$ cat config.mk
export PLATFORM = sky130hd
export DESIGN_NAME = routerChannel
export DESIGN_NICKNAME = d
export VERILOG_FILES = /design/src/routerPkg.sv /design/src/routerChannel.sv /design/src/outputPort.sv /design/src/switchArbiter.sv /design/src/grantTimer.sv /design/src/inputBuffer.sv
export VERILOG_INCLUDE_DIRS = /design/src
export SDC_FILE = /design/constraint.sdc
export NUM_CORES = 1
export LEC_CHECK = 0
export BUFFER_PORTS_ARGS = -buffer_cell sky130_fd_sc_hd__buf_2
export CAP_MARGIN = 20
export CORE_ASPECT_RATIO = 0.7
export CORE_UTILIZATION = 50
export CTS_CLUSTER_DIAMETER = 150
export DETAILED_ROUTE_END_ITERATION = 6
export PLACE_DENSITY = 0.69
export SYNTH_ARGS = -nofsm -noshare
export SYNTH_HDL_FRONTEND = slang
export SYNTH_HIERARCHICAL = 1
export SYNTH_SLANG_ARGS = --single-unit
$ cat constraint.sdc
create_clock -name clk -period 8.75 [get_ports clk]
set_input_delay 0.875 -clock clk [delete_from_list [all_inputs] [get_ports clk]]
set_output_delay 0.875 -clock clk [all_outputs]
set_load 0.005 [all_outputs]
$ cat src/router_defines.svh
`ifndef ROUTER_DEFINES_SVH
`define ROUTER_DEFINES_SVH

// Slots per input buffer, also the starting credit count of every link.
`define BUF_DEPTH 4

// Flit payload width in bits.
`define PAYLOAD_W 16

// Packet length field carried in the low bits of a head flit.
`define LEN_W 12

// Local, North, East, West, South.
`define NUM_PORTS 5

`endif
$ cat src/routerPkg.sv
`include "router_defines.svh"

package routerPkg;

  typedef logic [`PAYLOAD_W-1:0] payloadT;
  typedef logic [`LEN_W-1:0] lengthT; // Packet length in flits.

  typedef enum logic [2:0] {
    HEAD = 3'b001,
    BODY = 3'b010,
    TAIL = 3'b100
  } flitIdT;

  typedef struct packed {
    flitIdT id;
    payloadT data; // Head flit keeps the length in the low bits.
  } flitT;

  // Order here is also the fixed idle priority.
  typedef enum logic [2:0] {
    LOCAL = 3'd0,
    NORTH = 3'd1,
    EAST = 3'd2,
    WEST = 3'd3,
    SOUTH = 3'd4
  } portT;

  // Bit n+1 of a grant state matches port n.
  typedef enum logic [5:0] {
    IDLE = 6'b000001,
    GRANT_L = 6'b000010,
    GRANT_N = 6'b000100,
    GRANT_E = 6'b001000,
    GRANT_W = 6'b010000,
    GRANT_S = 6'b100000
  } arbStateT;

endpackage

$ cat src/routerChannel.sv
`include "router_defines.svh"

module routerChannel (
  input  logic                  clk,
  input  logic                  rst,
  input  routerPkg::flitT       inFlit [`NUM_PORTS],
  input  logic [`NUM_PORTS-1:0] inValid,
  output logic [`NUM_PORTS-1:0] inCredit,
  output routerPkg::flitT       outFlit,
  output logic                  outValid,
  input  logic                  outCredit
);
  import routerPkg::*;

  logic [`NUM_PORTS-1:0] req;
  logic [`NUM_PORTS-1:0] fwd;
  flitT headFlit [`NUM_PORTS];
  logic canSend;

  for (genvar p = 0; p < `NUM_PORTS; p++)
  begin : genInput
    inputBuffer bufInst (
      .clk     (clk),
      .rst     (rst),
      .inFlit  (inFlit[p]),
      .inValid (inValid[p]),
      .inCredit(inCredit[p]),
      .req     (req[p]),
      .headFlit(headFlit[p]),
      .pop     (fwd[p]) // Granted buffer drains on forward.
    );
  end

  switchArbiter arbInst (
    .clk     (clk),
    .rst     (rst),
    .req     (req),
    .headFlit(headFlit),
    .canSend (canSend),
    .grant   (),
    .fwd     (fwd)
  );

  outputPort outInst (
    .clk      (clk),
    .rst      (rst),
    .bufFlit  (headFlit),
    .fwd      (fwd),
    .canSend  (canSend),
    .outFlit  (outFlit),
    .outValid (outValid),
    .outCredit(outCredit)
  );

endmodule

$ cat src/outputPort.sv
`include "router_defines.svh"

module outputPort (
  input  logic                  clk,
  input  logic                  rst,
  input  routerPkg::flitT       bufFlit [`NUM_PORTS],
  input  logic [`NUM_PORTS-1:0] fwd,
  output logic                  canSend,
  output routerPkg::flitT       outFlit,
  output logic                  outValid,
  input  logic                  outCredit
);
  import routerPkg::*;

  localparam int creditW = $clog2(`BUF_DEPTH + 1);

  logic [creditW-1:0] credits;
  flitT selFlit;
  logic sending;

  always_comb
  begin
    selFlit = '0;
    for (int p = 0; p < `NUM_PORTS; p++)
    begin
      if (fwd[p])
      begin
        selFlit = bufFlit[p];
      end
    end
  end

  assign sending = |fwd;
  assign canSend = (credits != '0);

  always_ff @(posedge clk)
  begin
    if (sending)
    begin
      outFlit <= selFlit;
    end
  end

  always_ff @(posedge clk)
  begin
    if (rst)
    begin
      outValid <= 1'b0;
      credits <= creditW'(`BUF_DEPTH); // Downstream buffer starts empty.
    end
    else
    begin
      outValid <= sending;
      case ({sending, outCredit})
        2'b10: credits <= credits - 1'b1;
        2'b01: credits <= credits + 1'b1;
        default: credits <= credits;
      endcase
    end
  end

  // A credit beyond the downstream depth means the far side miscounted.
  assert property (@(posedge clk) disable iff (rst) credits <= `BUF_DEPTH)
  else
    $error("outputPort: credit count above buffer depth");

  assert property (@(posedge clk) disable iff (rst) sending |-> canSend)
  else
    $error("outputPort: flit forwarded without a credit");

endmodule

$ cat src/switchArbiter.sv
`include "router_defines.svh"

module switchArbiter (
  input  logic                  clk,
  input  logic                  rst,
  input  logic [`NUM_PORTS-1:0] req,
  input  routerPkg::flitT       headFlit [`NUM_PORTS],
  input  logic                  canSend,
  output logic [`NUM_PORTS-1:0] grant,
  output logic [`NUM_PORTS-1:0] fwd
);
  import routerPkg::*;

  arbStateT state;
  arbStateT nextState;
  portT owner;
  logic holdGrant;
  logic [`NUM_PORTS-1:0] load;
  logic [`NUM_PORTS-1:0] timesUp;

  // First requester found from start onward, wrapping, over span ports.
  function automatic arbStateT rotatePick(
    input logic [`NUM_PORTS-1:0] reqs,
    input int unsigned           start,
    input int unsigned           span
  );
    arbStateT pick;
    int unsigned idx;
    pick = IDLE;
    for (int unsigned k = 0; k < span; k++)
    begin
      idx = (start + k) % `NUM_PORTS;
      if ((pick == IDLE) && reqs[idx])
      begin
        pick = arbStateT'(6'b000010 << idx);
      end
    end
    return pick;
  endfunction

  assign grant = state[`NUM_PORTS:1];

  always_comb
  begin
    owner = LOCAL;
    for (int p = 0; p < `NUM_PORTS; p++)
    begin
      if (grant[p])
      begin
        owner = portT'(p);
      end
    end
  end

  assign holdGrant = (state != IDLE) && req[owner] && !timesUp[owner];

  always_comb
  begin
    case (state)
      IDLE:
      begin
        nextState = rotatePick(req, int'(LOCAL), `NUM_PORTS); // Fixed priority.
      end
      GRANT_L, GRANT_N, GRANT_E, GRANT_W, GRANT_S:
      begin
        if (holdGrant)
        begin
          nextState = state;
        end
        else
        begin
          // Owner is skipped and goes last.
          nextState = rotatePick(req, int'(owner) + 1, `NUM_PORTS - 1);
        end
      end
      default:
      begin
        nextState = IDLE;
      end
    endcase
  end

  always_ff @(posedge clk)
  begin
    if (rst)
    begin
      state <= IDLE;
    end
    else
    begin
      state <= nextState;
    end
  end

  assign load = nextState[`NUM_PORTS:1] & ~state[`NUM_PORTS:1]; // Grant being entered.
  assign fwd = grant & req & ~timesUp & {`NUM_PORTS{canSend}};

  for (genvar p = 0; p < `NUM_PORTS; p++)
  begin : genTimer
    grantTimer timerInst (
      .clk     (clk),
      .rst     (rst),
      .headFlit(headFlit[p]),
      .load    (load[p]),
      .run     (fwd[p]),
      .timesUp (timesUp[p])
    );
  end

  assert property (@(posedge clk) disable iff (rst) $onehot(state))
  else
    $error("switchArbiter: state is not one-hot");

endmodule

$ cat src/grantTimer.sv
`include "router_defines.svh"

module grantTimer (
  input  logic            clk,
  input  logic            rst,
  input  routerPkg::flitT headFlit,
  input  logic            load,
  input  logic            run,
  output logic            timesUp
);
  import routerPkg::*;

  lengthT length;
  lengthT count;

  always_ff @(posedge clk)
  begin
    if (rst)
    begin
      length <= '0;
      count <= '0;
    end
    else if (load)
    begin
      if (headFlit.id == HEAD)
      begin
        length <= lengthT'(headFlit.data[`LEN_W-1:0]);
      end
      count <= '0; // Each new grant starts from zero.
    end
    else if (run)
    begin
      count <= count + 1'b1;
    end
  end

  assign timesUp = (count == length);

endmodule

$ cat src/inputBuffer.sv
`include "router_defines.svh"

module inputBuffer (
  input  logic            clk,
  input  logic            rst,
  input  routerPkg::flitT inFlit,
  input  logic            inValid,
  output logic            inCredit,
  output logic            req,
  output routerPkg::flitT headFlit,
  input  logic            pop
);
  import routerPkg::*;

  localparam int ptrW = $clog2(`BUF_DEPTH);

  flitT mem [`BUF_DEPTH];
  logic [ptrW-1:0] wrPtr;
  logic [ptrW-1:0] rdPtr;
  logic [ptrW:0] count;
  logic doPop;

  function automatic logic [ptrW-1:0] nextPtr(input logic [ptrW-1:0] ptr);
    return (ptr == ptrW'(`BUF_DEPTH - 1)) ? '0 : ptr + 1'b1;
  endfunction

  assign req = (count != '0);
  assign headFlit = mem[rdPtr];
  assign doPop = pop && req; // Ignore a pop on an empty buffer.

  always_ff @(posedge clk)
  begin
    if (inValid)
    begin
      mem[wrPtr] <= inFlit;
    end
  end

  always_ff @(posedge clk)
  begin
    if (rst)
    begin
      wrPtr <= '0;
      rdPtr <= '0;
      count <= '0;
      inCredit <= 1'b0;
    end
    else
    begin
      if (inValid)
      begin
        wrPtr <= nextPtr(wrPtr);
      end
      if (doPop)
      begin
        rdPtr <= nextPtr(rdPtr);
      end
      case ({inValid, doPop})
        2'b10: count <= count + 1'b1;
        2'b01: count <= count - 1'b1;
        default: count <= count;
      endcase
      inCredit <= doPop; // Freed slot goes back upstream.
    end
  end

  // Upstream must never send without a credit in hand.
  assert property (@(posedge clk) disable iff (rst)
    inValid |-> (count < `BUF_DEPTH))
  else
    $error("inputBuffer: write into a full buffer");

endmodule

==> flow_metrics.tcl, run 1 <==
set metrics [dict create \
    maxSlewViolCount 0 \
    antenna_found_initial 7 \
    yosysWarnings 6 \
    start_kind "flip-flop" \
    drive_above_1_share_pct 18.2 \
    vdd_drop_max_v 0.000205 \
    wl_met1_um 25200 \
    synth.avg_cell_area_um2 14.5 \
    ant_nets 0 \
    die-area_um2 50400 \
    core_um2 48400 \
    htreeDepth 2 \
    dr_wl_met3_um 4520 \
    vias 14800 \
    die_h_um 188 \
    tns_ns 0 \
    drtIter0Drc 1245 \
    ff2ff_setup_slack_ns 3.89 \
    slew_headroom_pct 23.7 \
    min_period_ns 4.86 \
    cts.sinks 579 \
    gp_congestion 0.895 \
    grt_max_degree 90 \
    setup_viol_count_final 0 \
    cts_tree "yes" \
    rsz0062_at_grt "false" \
    cp.required_ns 9.20 \
    clk_pin_slew_ns 0.06 \
    syn_inst 1706 \
    numPortBuffers 127 \
    place_ws_ns 4.02 \
    worst_pin_slew_ns 1.14 \
    cts_buffers 54 \
    fill_cells 3765 \
    cts-resized-gates 0 \
    syn-cell-area_um2 24800 \
    synth_fp_nets 1853 \
    clk_latency_ns 0.62 \
    arrival_ns 5.32 \
    fin_cells 2530 \
    wl_um 55700 \
    maxCapViolCount 0 \
    stdcell_area_um2 27800 \
    area_growth_syn_to_layout_pct 12.2 \
    dr.max_layer_used "met5" \
    num_rows 67 \
    layout_setup_ws_ns 3.89 \
    status "completed" \
    grt_first_pass_wirelength_um 84200 \
    finalCritPeriodShare_pct 55.6 \
    p_leak_nw 9.43 \
    cts_hold_buf 0 \
    post-cts-setup-buffers 0 \
    place_area_um2 25800 \
    final_net_count 1974 \
    dp_hpwl_um 38600 \
    cp-end-kind "flip-flop" \
    grt_pass1_vias 14200 \
    dp.cells 2422 \
    fin_skew_ns 0.0143 \
    avgRoutedWirePerCell_um 22.0 \
    wl_met2_um 24700 \
    via_per_inst 5.84 \
    ios 128 \
    powerDensity_nw_per_um2 218 \
    drc 0 \
    clock_path_buffers 3 \
    grt_util_all_layers_pct 22.2 \
    final_hold_viol_count 0 \
    start_util_pct 51.2 \
    criticalPathCategory "reg -> reg" \
    cts-root-buf "clkbuf_16" \
    max_freq_ghz 0.206 \
    crit_fanout 16 \
    hp-class "reg -> reg" \
    first_pass_iters 7 \
    die_w_um 268 \
    gr-total-overflow 0 \
]
-- cells in the final DEF (no fill, tap or decap), types with 45 or more instances in the layout --
cell type and instances:
edfxtp_1 399, dfxtp_1 180, nand2_1 159, buf_2 126, a21oi_1 114, nor2_1 83
xnor2_1 70, inv_1 59, clkbuf_16 54, mux4_2 50, mux4_1 45
-- stage by stage --
step / total power, mW / hold WS, ns / util (%)
2_1_floorplan: 3.44 / 0.443 / -
3_3_place_gp: 3.61 / 0.457 / 53.3
3_5_place_dp: 3.62 / 0.461 / 53.3
4_1_cts: 6.08 / 0.436 / 57.2
5_1_grt: 6.24 / 0.450 / 57.4
6_report: 6.05 / 0.467 / 57.5
-- worst max-delay path, stage by stage (launching register included) --
cell       delay, ns
dfxtp_1         0.67
nand2b_1        0.29
a21o_1          0.25
ha_1            0.48
inv_1           0.13
ha_1            0.38
a221oi_2        0.32
o31a_1          0.20
o221ai_2        0.18
nor2_1          0.21
a311oi_1        0.13
nor3_1          0.60
nand4bb_1       0.55
nand2_1         0.21
a21oi_1         0.09
-- state kept, by name (all words and copies together), names as in the netlist, named ones only --
register and cells:
genInput.bufInst/rdPtr 10, genInput.bufInst/inCredit 5, outInst/outFlit 19, arbInst/genTimer.timerInst/count 60, genInput.bufInst/wrPtr 10, outInst/outValid 1
arbInst/genTimer.timerInst/length 60, genInput.bufInst/count 15, outInst/credits 3, genInput.bufInst/mem 380, arbInst/state 6
-- path summary, 6_finish.rpt --
kind                                                  end  cells past startpoint                               startpoint
hold reg to reg   arbInst/genTimer[4].timerInst/length[3]                      2  arbInst/genTimer[4].timerInst/length[3]
setup / recovery  arbInst/genTimer[2].timerInst/length[5]                     14                         arbInst/state[2]
hold / removal    arbInst/genTimer[4].timerInst/length[3]                      2  arbInst/genTimer[4].timerInst/length[3]
setup reg to reg  arbInst/genTimer[2].timerInst/length[5]                     14                         arbInst/state[2]
-- cell type report --
class	instances	area [um2]	area share, %
flip-flops and latches	579	15600	56.1
multi-input cells	986	8410	30.2
clock buffers	74	1480	5.31
repair buffers	146	861	3.10
well taps	655	820	2.95
clock inverters	27	404	1.45
inverters	60	230	0.828
diodes	3	7.51	0.0270
-- layer usage --
layer | vias up | track usage [%]
li1 | 6763 | -
met1 | 7417 | 33.0
met2 | 506 | 32.7
met3 | 84 | 4.91
met4 | 6 | 6.64
met5 | - | 0
-- report_power, final --
| group | total (mW) | switching, mW | internal, mW |
|---|---|---|---|
| logic | 0.516 | 0.334 | 0.181 |
| registers | 3.06 | 0.0432 | 3.02 |
| clock network | 2.47 | 1.02 | 1.45 |
| total | 6.05 | 1.39 | 4.65 |
No activity file was read; power rests on OpenSTA's default activity.
==> inputs of run 2 (changes only) <==
--- a/config.mk
+++ b/config.mk
@@ -6,13 +6,14 @@
 export SDC_FILE = /design/constraint.sdc
 export NUM_CORES = 1
 export LEC_CHECK = 0
+export ABC_AREA = 1
 export BUFFER_PORTS_ARGS = -buffer_cell sky130_fd_sc_hd__buf_2
 export CAP_MARGIN = 20
 export CORE_ASPECT_RATIO = 0.7
 export CORE_UTILIZATION = 50
 export CTS_CLUSTER_DIAMETER = 150
 export DETAILED_ROUTE_END_ITERATION = 6
-export PLACE_DENSITY = 0.69
+export PLACE_DENSITY = 0.72
 export SYNTH_ARGS = -nofsm -noshare
 export SYNTH_HDL_FRONTEND = slang
 export SYNTH_HIERARCHICAL = 1
==> constraint.sdc (replaced) <==
create_clock -name clk -period 4.01 [get_ports clk]
set_input_delay 0.401 -clock clk [delete_from_list [all_inputs] [get_ports clk]]
set_output_delay 0.401 -clock clk [all_outputs]
set_load 0.005 [all_outputs]
==> flow_metrics.tcl, run 2 <==
set metrics [dict create \
    core_um2 50700 \
    grt_util_all_layers_pct 23.8 \
    ios 128 \
    min_period_ns 3.61 \
    htreeDepth 2 \
    final_cell_mix "nand2_1, edfxtp_1, nor2_1, inv_1, o21ai_0" \
    p_leak_nw 11.5 \
    start_util_pct 50.6 \
    vdd_drop_max_v 0.000349 \
    cts.sinks 579 \
    final_hold_viol_count 0 \
    gp_congestion 0.961 \
    fill_cells 4113 \
    vias 19200 \
    cts_tree "yes" \
    maxSlewViolCount 0 \
    post-cts-setup-buffers 0 \
    start_kind "flip-flop" \
    maxCapViolCount 0 \
    reg2reg_to "arbInst/genTimer[3].timerInst/length[11]" \
    status "completed" \
    avgRoutedWirePerCell_um 17.7 \
    grt.met2_usage_pct 36.7 \
    finalCritPeriodShare_pct 90.0 \
    via_per_inst 5.43 \
    area_growth_syn_to_layout_pct 15.0 \
    place_ws_ns 0.496 \
    drive_above_1_share_pct 12.7 \
    largest-register "genInput.bufInst/mem" \
    crit_path_end "arbInst/genTimer[3].timerInst/length[11]" \
    power_mw 14.1 \
    cp-startpoint "arbInst/state[3]" \
    drtIter0Drc 1853 \
    criticalPathCategory "reg -> reg" \
    num_rows 69 \
    arrival_ns 4.14 \
    yosysWarnings 6 \
    cts_hold_buf 89 \
    cts_buffers 55 \
    grt_pass1_vias 18300 \
    worst_pin_slew_ns 0.922 \
    setup_viol_count_final 0 \
    wl_um 62700 \
    max_freq_ghz 0.277 \
    die_h_um 191 \
    cts-root-buf "clkbuf_16" \
    clk_latency_ns 0.61 \
    ant_nets 0 \
    fin_skew_ns 0.0106 \
    crit_fanout 12 \
    final_net_count 2968 \
    die_w_um 273 \
    final_common_cell "nand2_1" \
    drc 0 \
    rsz0062_at_grt "false" \
    antenna_found_initial 1 \
    reg2reg_depth 22 \
    powerDensity_nw_per_um2 478 \
    cp.required_ns 4.55 \
    tns_ns 0 \
    largest_registers "genInput.bufInst/mem (380), arbInst/genTimer.timerInst/count (60), arbInst/genTimer.timerInst/length (60)" \
    slew_headroom_pct 38.4 \
    met1_usage_pct 34.0 \
    fin_cells 3544 \
    busiest_layer "met2" \
    layout_setup_ws_ns 0.402 \
    gr-total-overflow 0 \
    grt_first_pass_wirelength_um 97000 \
    cp-end-kind "flip-flop" \
    largest_reg_flops 380 \
    clk_pin_slew_ns 0.07 \
    syn-cell-area_um2 25600 \
    syn_inst 2601 \
    cts-resized-gates 0 \
    die-area_um2 52200 \
    synth.avg_cell_area_um2 9.85 \
    first_pass_iters 5 \
    grt_max_degree 51 \
    ff2ff_setup_slack_ns 0.40 \
    numPortBuffers 127 \
    use_met3_pct 4.04 \
    hp-class "in -> reg" \
    dp.cells 3349 \
    synth_fp_nets 2748 \
    dp_hpwl_um 42700 \
    rr_startpoint "arbInst/state[3]" \
    clock_path_buffers 3 \
]
==> run 2: worst min path at each step <==
stage	startpoint	slack, ns	to	cells past startpoint
after CTS	inFlit[14]	0.002	genInput[4].bufInst/mem[2][14]	1
after detailed placement	arbInst/genTimer[4].timerInst/length[11]	0.47	arbInst/genTimer[4].timerInst/length[11]	2
after global placement	arbInst/genTimer[3].timerInst/length[7]	0.47	arbInst/genTimer[3].timerInst/length[7]	2
after floorplan	outInst/credits[2]	0.45	outInst/credits[2]	2
final	inFlit[14]	0.03	genInput[4].bufInst/mem[2][14]	1
after global routing	inFlit[50]	0.02	genInput[2].bufInst/mem[0][12]	1
==> run 2: per-stage QoR <==
stage | instance area [um2] | utilization, % | hold slack, ns
detailed placement | 26700 | 52.6 | 0.471
CTS | 29500 | 58.2 | 0.00208
global route | 29500 | 58.2 | 0.0186
global placement | 26700 | 52.6 | 0.468
floorplan | 25600 | - | 0.450
finish | 29500 | 58.2 | 0.0336
==> run 2: layout make-up <==
type	count	area, um2	share of cell area (%)
flip-flops and latches	579	15600	52.9
clock inverters	36	440	1.49
clock buffers	68	1470	4.97
multi-input cells	1696	8430	28.6
well taps	674	843	2.86
repair buffers	254	1830	6.20
diodes	2	5.00	0.0170
inverters	235	885	3.00
==> run 2: routing by layer <==
layer | wire [um] | share of wire, %
met5 | 0 | 0
met3 | 4700 | 7.5
met4 | 1720 | 2.7
met1 | 28000 | 45
met2 | 28300 | 45
==> run 2: critical path, cell delays in order (launching register included) <==
cell and delay (ns):
dfxtp_1 0.43, inv_4 0.16, nand2_2 0.11, a21oi_4 0.18
inv_1 0.07, ha_1 0.37, inv_1 0.08, ha_1 0.29
inv_1 0.05, nand2_1 0.12, nor2_2 0.19, nand2_2 0.08
nand2_4 0.09, nand3_1 0.07, nand2_1 0.08, nor2_1 0.04
nand2_1 0.08, nand3_1 0.10, a21oi_1 0.26, nand3_1 0.15
inv_1 0.28, nand2_1 0.12, a21oi_1 0.14
==> run 2: power by group <==
part / switching [mW] / leakage (nW) / internal [mW] / total [mW]
Clock: 2.28 / 0.923 / 3.20 / 5.47
Sequential: 0.0935 / 5.12 / 6.63 / 6.73
Combinational: 1.29 / 5.42 / 0.603 / 1.89
Total: 3.66 / 11.5 / 10.4 / 14.1
==> inputs of run 3 (changes only) <==
--- a/config.mk
+++ b/config.mk
@@ -10,10 +10,11 @@
 export BUFFER_PORTS_ARGS = -buffer_cell sky130_fd_sc_hd__buf_2
 export CAP_MARGIN = 20
 export CORE_ASPECT_RATIO = 0.7
-export CORE_UTILIZATION = 50
+export CORE_UTILIZATION = 55
 export CTS_CLUSTER_DIAMETER = 150
+export CTS_CLUSTER_SIZE = 30
 export DETAILED_ROUTE_END_ITERATION = 6
-export PLACE_DENSITY = 0.72
+export PLACE_DENSITY = 0.78
 export SYNTH_ARGS = -nofsm -noshare
 export SYNTH_HDL_FRONTEND = slang
 export SYNTH_HIERARCHICAL = 1
==> flow_metrics.tcl, run 3 (synthesis gave the netlist of run 2 again) <==
set metrics [dict create \
    powerDensity_nw_per_um2 418 \
    cts-root-buf "clkbuf_16" \
    htreeDepth 1 \
    avgRoutedWirePerCell_um 18.0 \
    gr-total-overflow 0 \
    largest-register "genInput.bufInst/mem" \
    dp_hpwl_um 42300 \
    ios 128 \
    place_ws_ns 0.450 \
    setup_viol_count_final 0 \
    first_pass_iters 5 \
    start_util_pct 56.3 \
    clk_latency_ns 0.59 \
    cts.sinks 579 \
    finalCritPeriodShare_pct 89.7 \
    vias 18700 \
    largest_registers "genInput.bufInst/mem (380), arbInst/genTimer.timerInst/count (60), arbInst/genTimer.timerInst/length (60)" \
    status "completed" \
    final_net_count 2848 \
    die_w_um 260 \
    maxSlewViolCount 0 \
    drtIter0Drc 1646 \
    core_um2 45500 \
    rsz0062_at_grt "false" \
    start_kind "flip-flop" \
    fin_skew_ns 0.0242 \
    die_h_um 183 \
    cp.required_ns 4.53 \
    ant_nets 0 \
    ff2ff_setup_slack_ns 0.41 \
    criticalPathCategory "reg -> reg" \
    fill_cells 3686 \
    final_cell_mix "nand2_1, edfxtp_1, nor2_1, inv_1, o21ai_0" \
    cts_buffers 23 \
    final_hold_viol_count 0 \
    gp_congestion 0.933 \
    drive_above_1_share_pct 10.8 \
    min_period_ns 3.60 \
    antenna_found_initial 2 \
    p_leak_nw 10.5 \
    multiInputGateArea_um2 8420 \
    area_growth_syn_to_layout_pct 6.40 \
    reg2reg_depth 20 \
    cp-startpoint "arbInst/state[3]" \
    crit_fanout 12 \
    maxCapViolCount 0 \
    arrival_ns 4.12 \
    grt_max_degree 51 \
    die-area_um2 47500 \
    vdd_drop_max_v 0.000321 \
    max_freq_ghz 0.278 \
    layout_setup_ws_ns 0.414 \
    wl_um 60000 \
    slew_headroom_pct 37.8 \
    grt_first_pass_wirelength_um 92300 \
    drc 0 \
    num_rows 65 \
    via_per_inst 5.63 \
    grt_pass1_vias 17200 \
    tns_ns 0 \
    grt_util_all_layers_pct 24.8 \
    clock_path_buffers 3 \
    largest_reg_flops 380 \
    worst_pin_slew_ns 0.932 \
    power_mw 11.4 \
    numPortBuffers 127 \
    min-delay-start "inFlit[54]" \
    clk_pin_slew_ns 0.12 \
    hp-class "in -> reg" \
    crit_path_end "arbInst/genTimer[0].timerInst/length[9]" \
    final_common_cell "nand2_1" \
    cts_tree "yes" \
    reg2reg_to "arbInst/genTimer[0].timerInst/length[9]" \
    cp-end-kind "flip-flop" \
    rr_startpoint "arbInst/state[3]" \
    area.sequential_um2 15600 \
]
[run 3: changes by cell type in the layout (fill, tap and decap cells not counted), moves of 7 or more]
cell,before,now
bufinv_16,9,0
dlygate4sd3_1,89,6
clkbuf_1,10,17
clkinv_2,11,0
clkbuf_16,56,23
[run 3: worst min-delay path by stage]
| stage | cells after the start | to |
|---|---|---|
| after floorplan | 2 | outInst/credits[2] |
| after global routing | 1 | genInput[1].bufInst/mem[0][18] |
| after global placement | 2 | arbInst/genTimer[2].timerInst/length[6] |
| after CTS | 1 | genInput[2].bufInst/mem[3][16] |
| final | 1 | genInput[2].bufInst/mem[3][16] |
| after detailed placement | 2 | arbInst/genTimer[4].timerInst/length[7] |
[run 3: area by class of cell]
| cell class | count | share of cell area, % |
|---|---|---|
| Tap cell | 603 | 2.77 |
| Antenna cell | 2 | 0.0184 |
| Clock buffer | 40 | 2.34 |
| Sequential cell | 579 | 57.1 |
| Timing Repair Buffer | 166 | 3.47 |
| Multi-Input combinational cell | 1696 | 30.9 |
| Inverter | 235 | 3.24 |
| Clock inverter | 2 | 0.142 |
[run 3: worst max-delay path: stages, from the launching register on]
cell,delay (ns)
dfxtp_1,0.44
inv_4,0.15
nand2_2,0.12
a21oi_4,0.20
inv_1,0.07
ha_1,0.37
inv_1,0.08
ha_1,0.29
inv_1,0.05
nand2_1,0.11
nor2_2,0.17
nand2_2,0.08
nand2_4,0.12
nand3_1,0.07
nand4_1,0.11
o21ai_1,0.11
a21oi_1,0.24
nand3_1,0.17
inv_1,0.33
nand2_1,0.09
a21oi_1,0.15
[run 3: what timing repair did]
item / 4_1_cts / 5_1_grt
setup buffers: 0 / 0
hold buffers: 5 / 1
endpoints found under the setup margin: 0 / 1
resized for setup: 0 / 1
hold endpoints to repair: 15 / 4
[run 3: layer usage]
metal | global-route usage (%) | routed length (um) | vias up
met5 | 0 | 17 | -
met4 | 6.02 | 1520 | 2
met3 | 3.17 | 4900 | 72
met2 | 38.8 | 27100 | 644
met1 | 36.9 | 26400 | 8988
li1 | - | - | 9008
[run 3: power by group]
part | total, mW | switching (mW) | internal, mW
Sequential | 6.73 | 0.101 | 6.63
Clock | 2.88 | 1.76 | 1.12
Combinational | 1.80 | 1.26 | 0.531
[run 3: stage by stage]
stage	std cells	hold WS [ns]	cell area, um2	utilization (%)
2_1_floorplan	2601	0.450	25600	-
3_3_place_gp	3273	0.466	26500	58.3
3_5_place_dp	3273	0.467	26500	58.3
4_1_cts	3320	0.000269	27300	59.8
5_1_grt	3321	0.00354	27300	59.9
6_report	3323	0.0173	27300	59.9
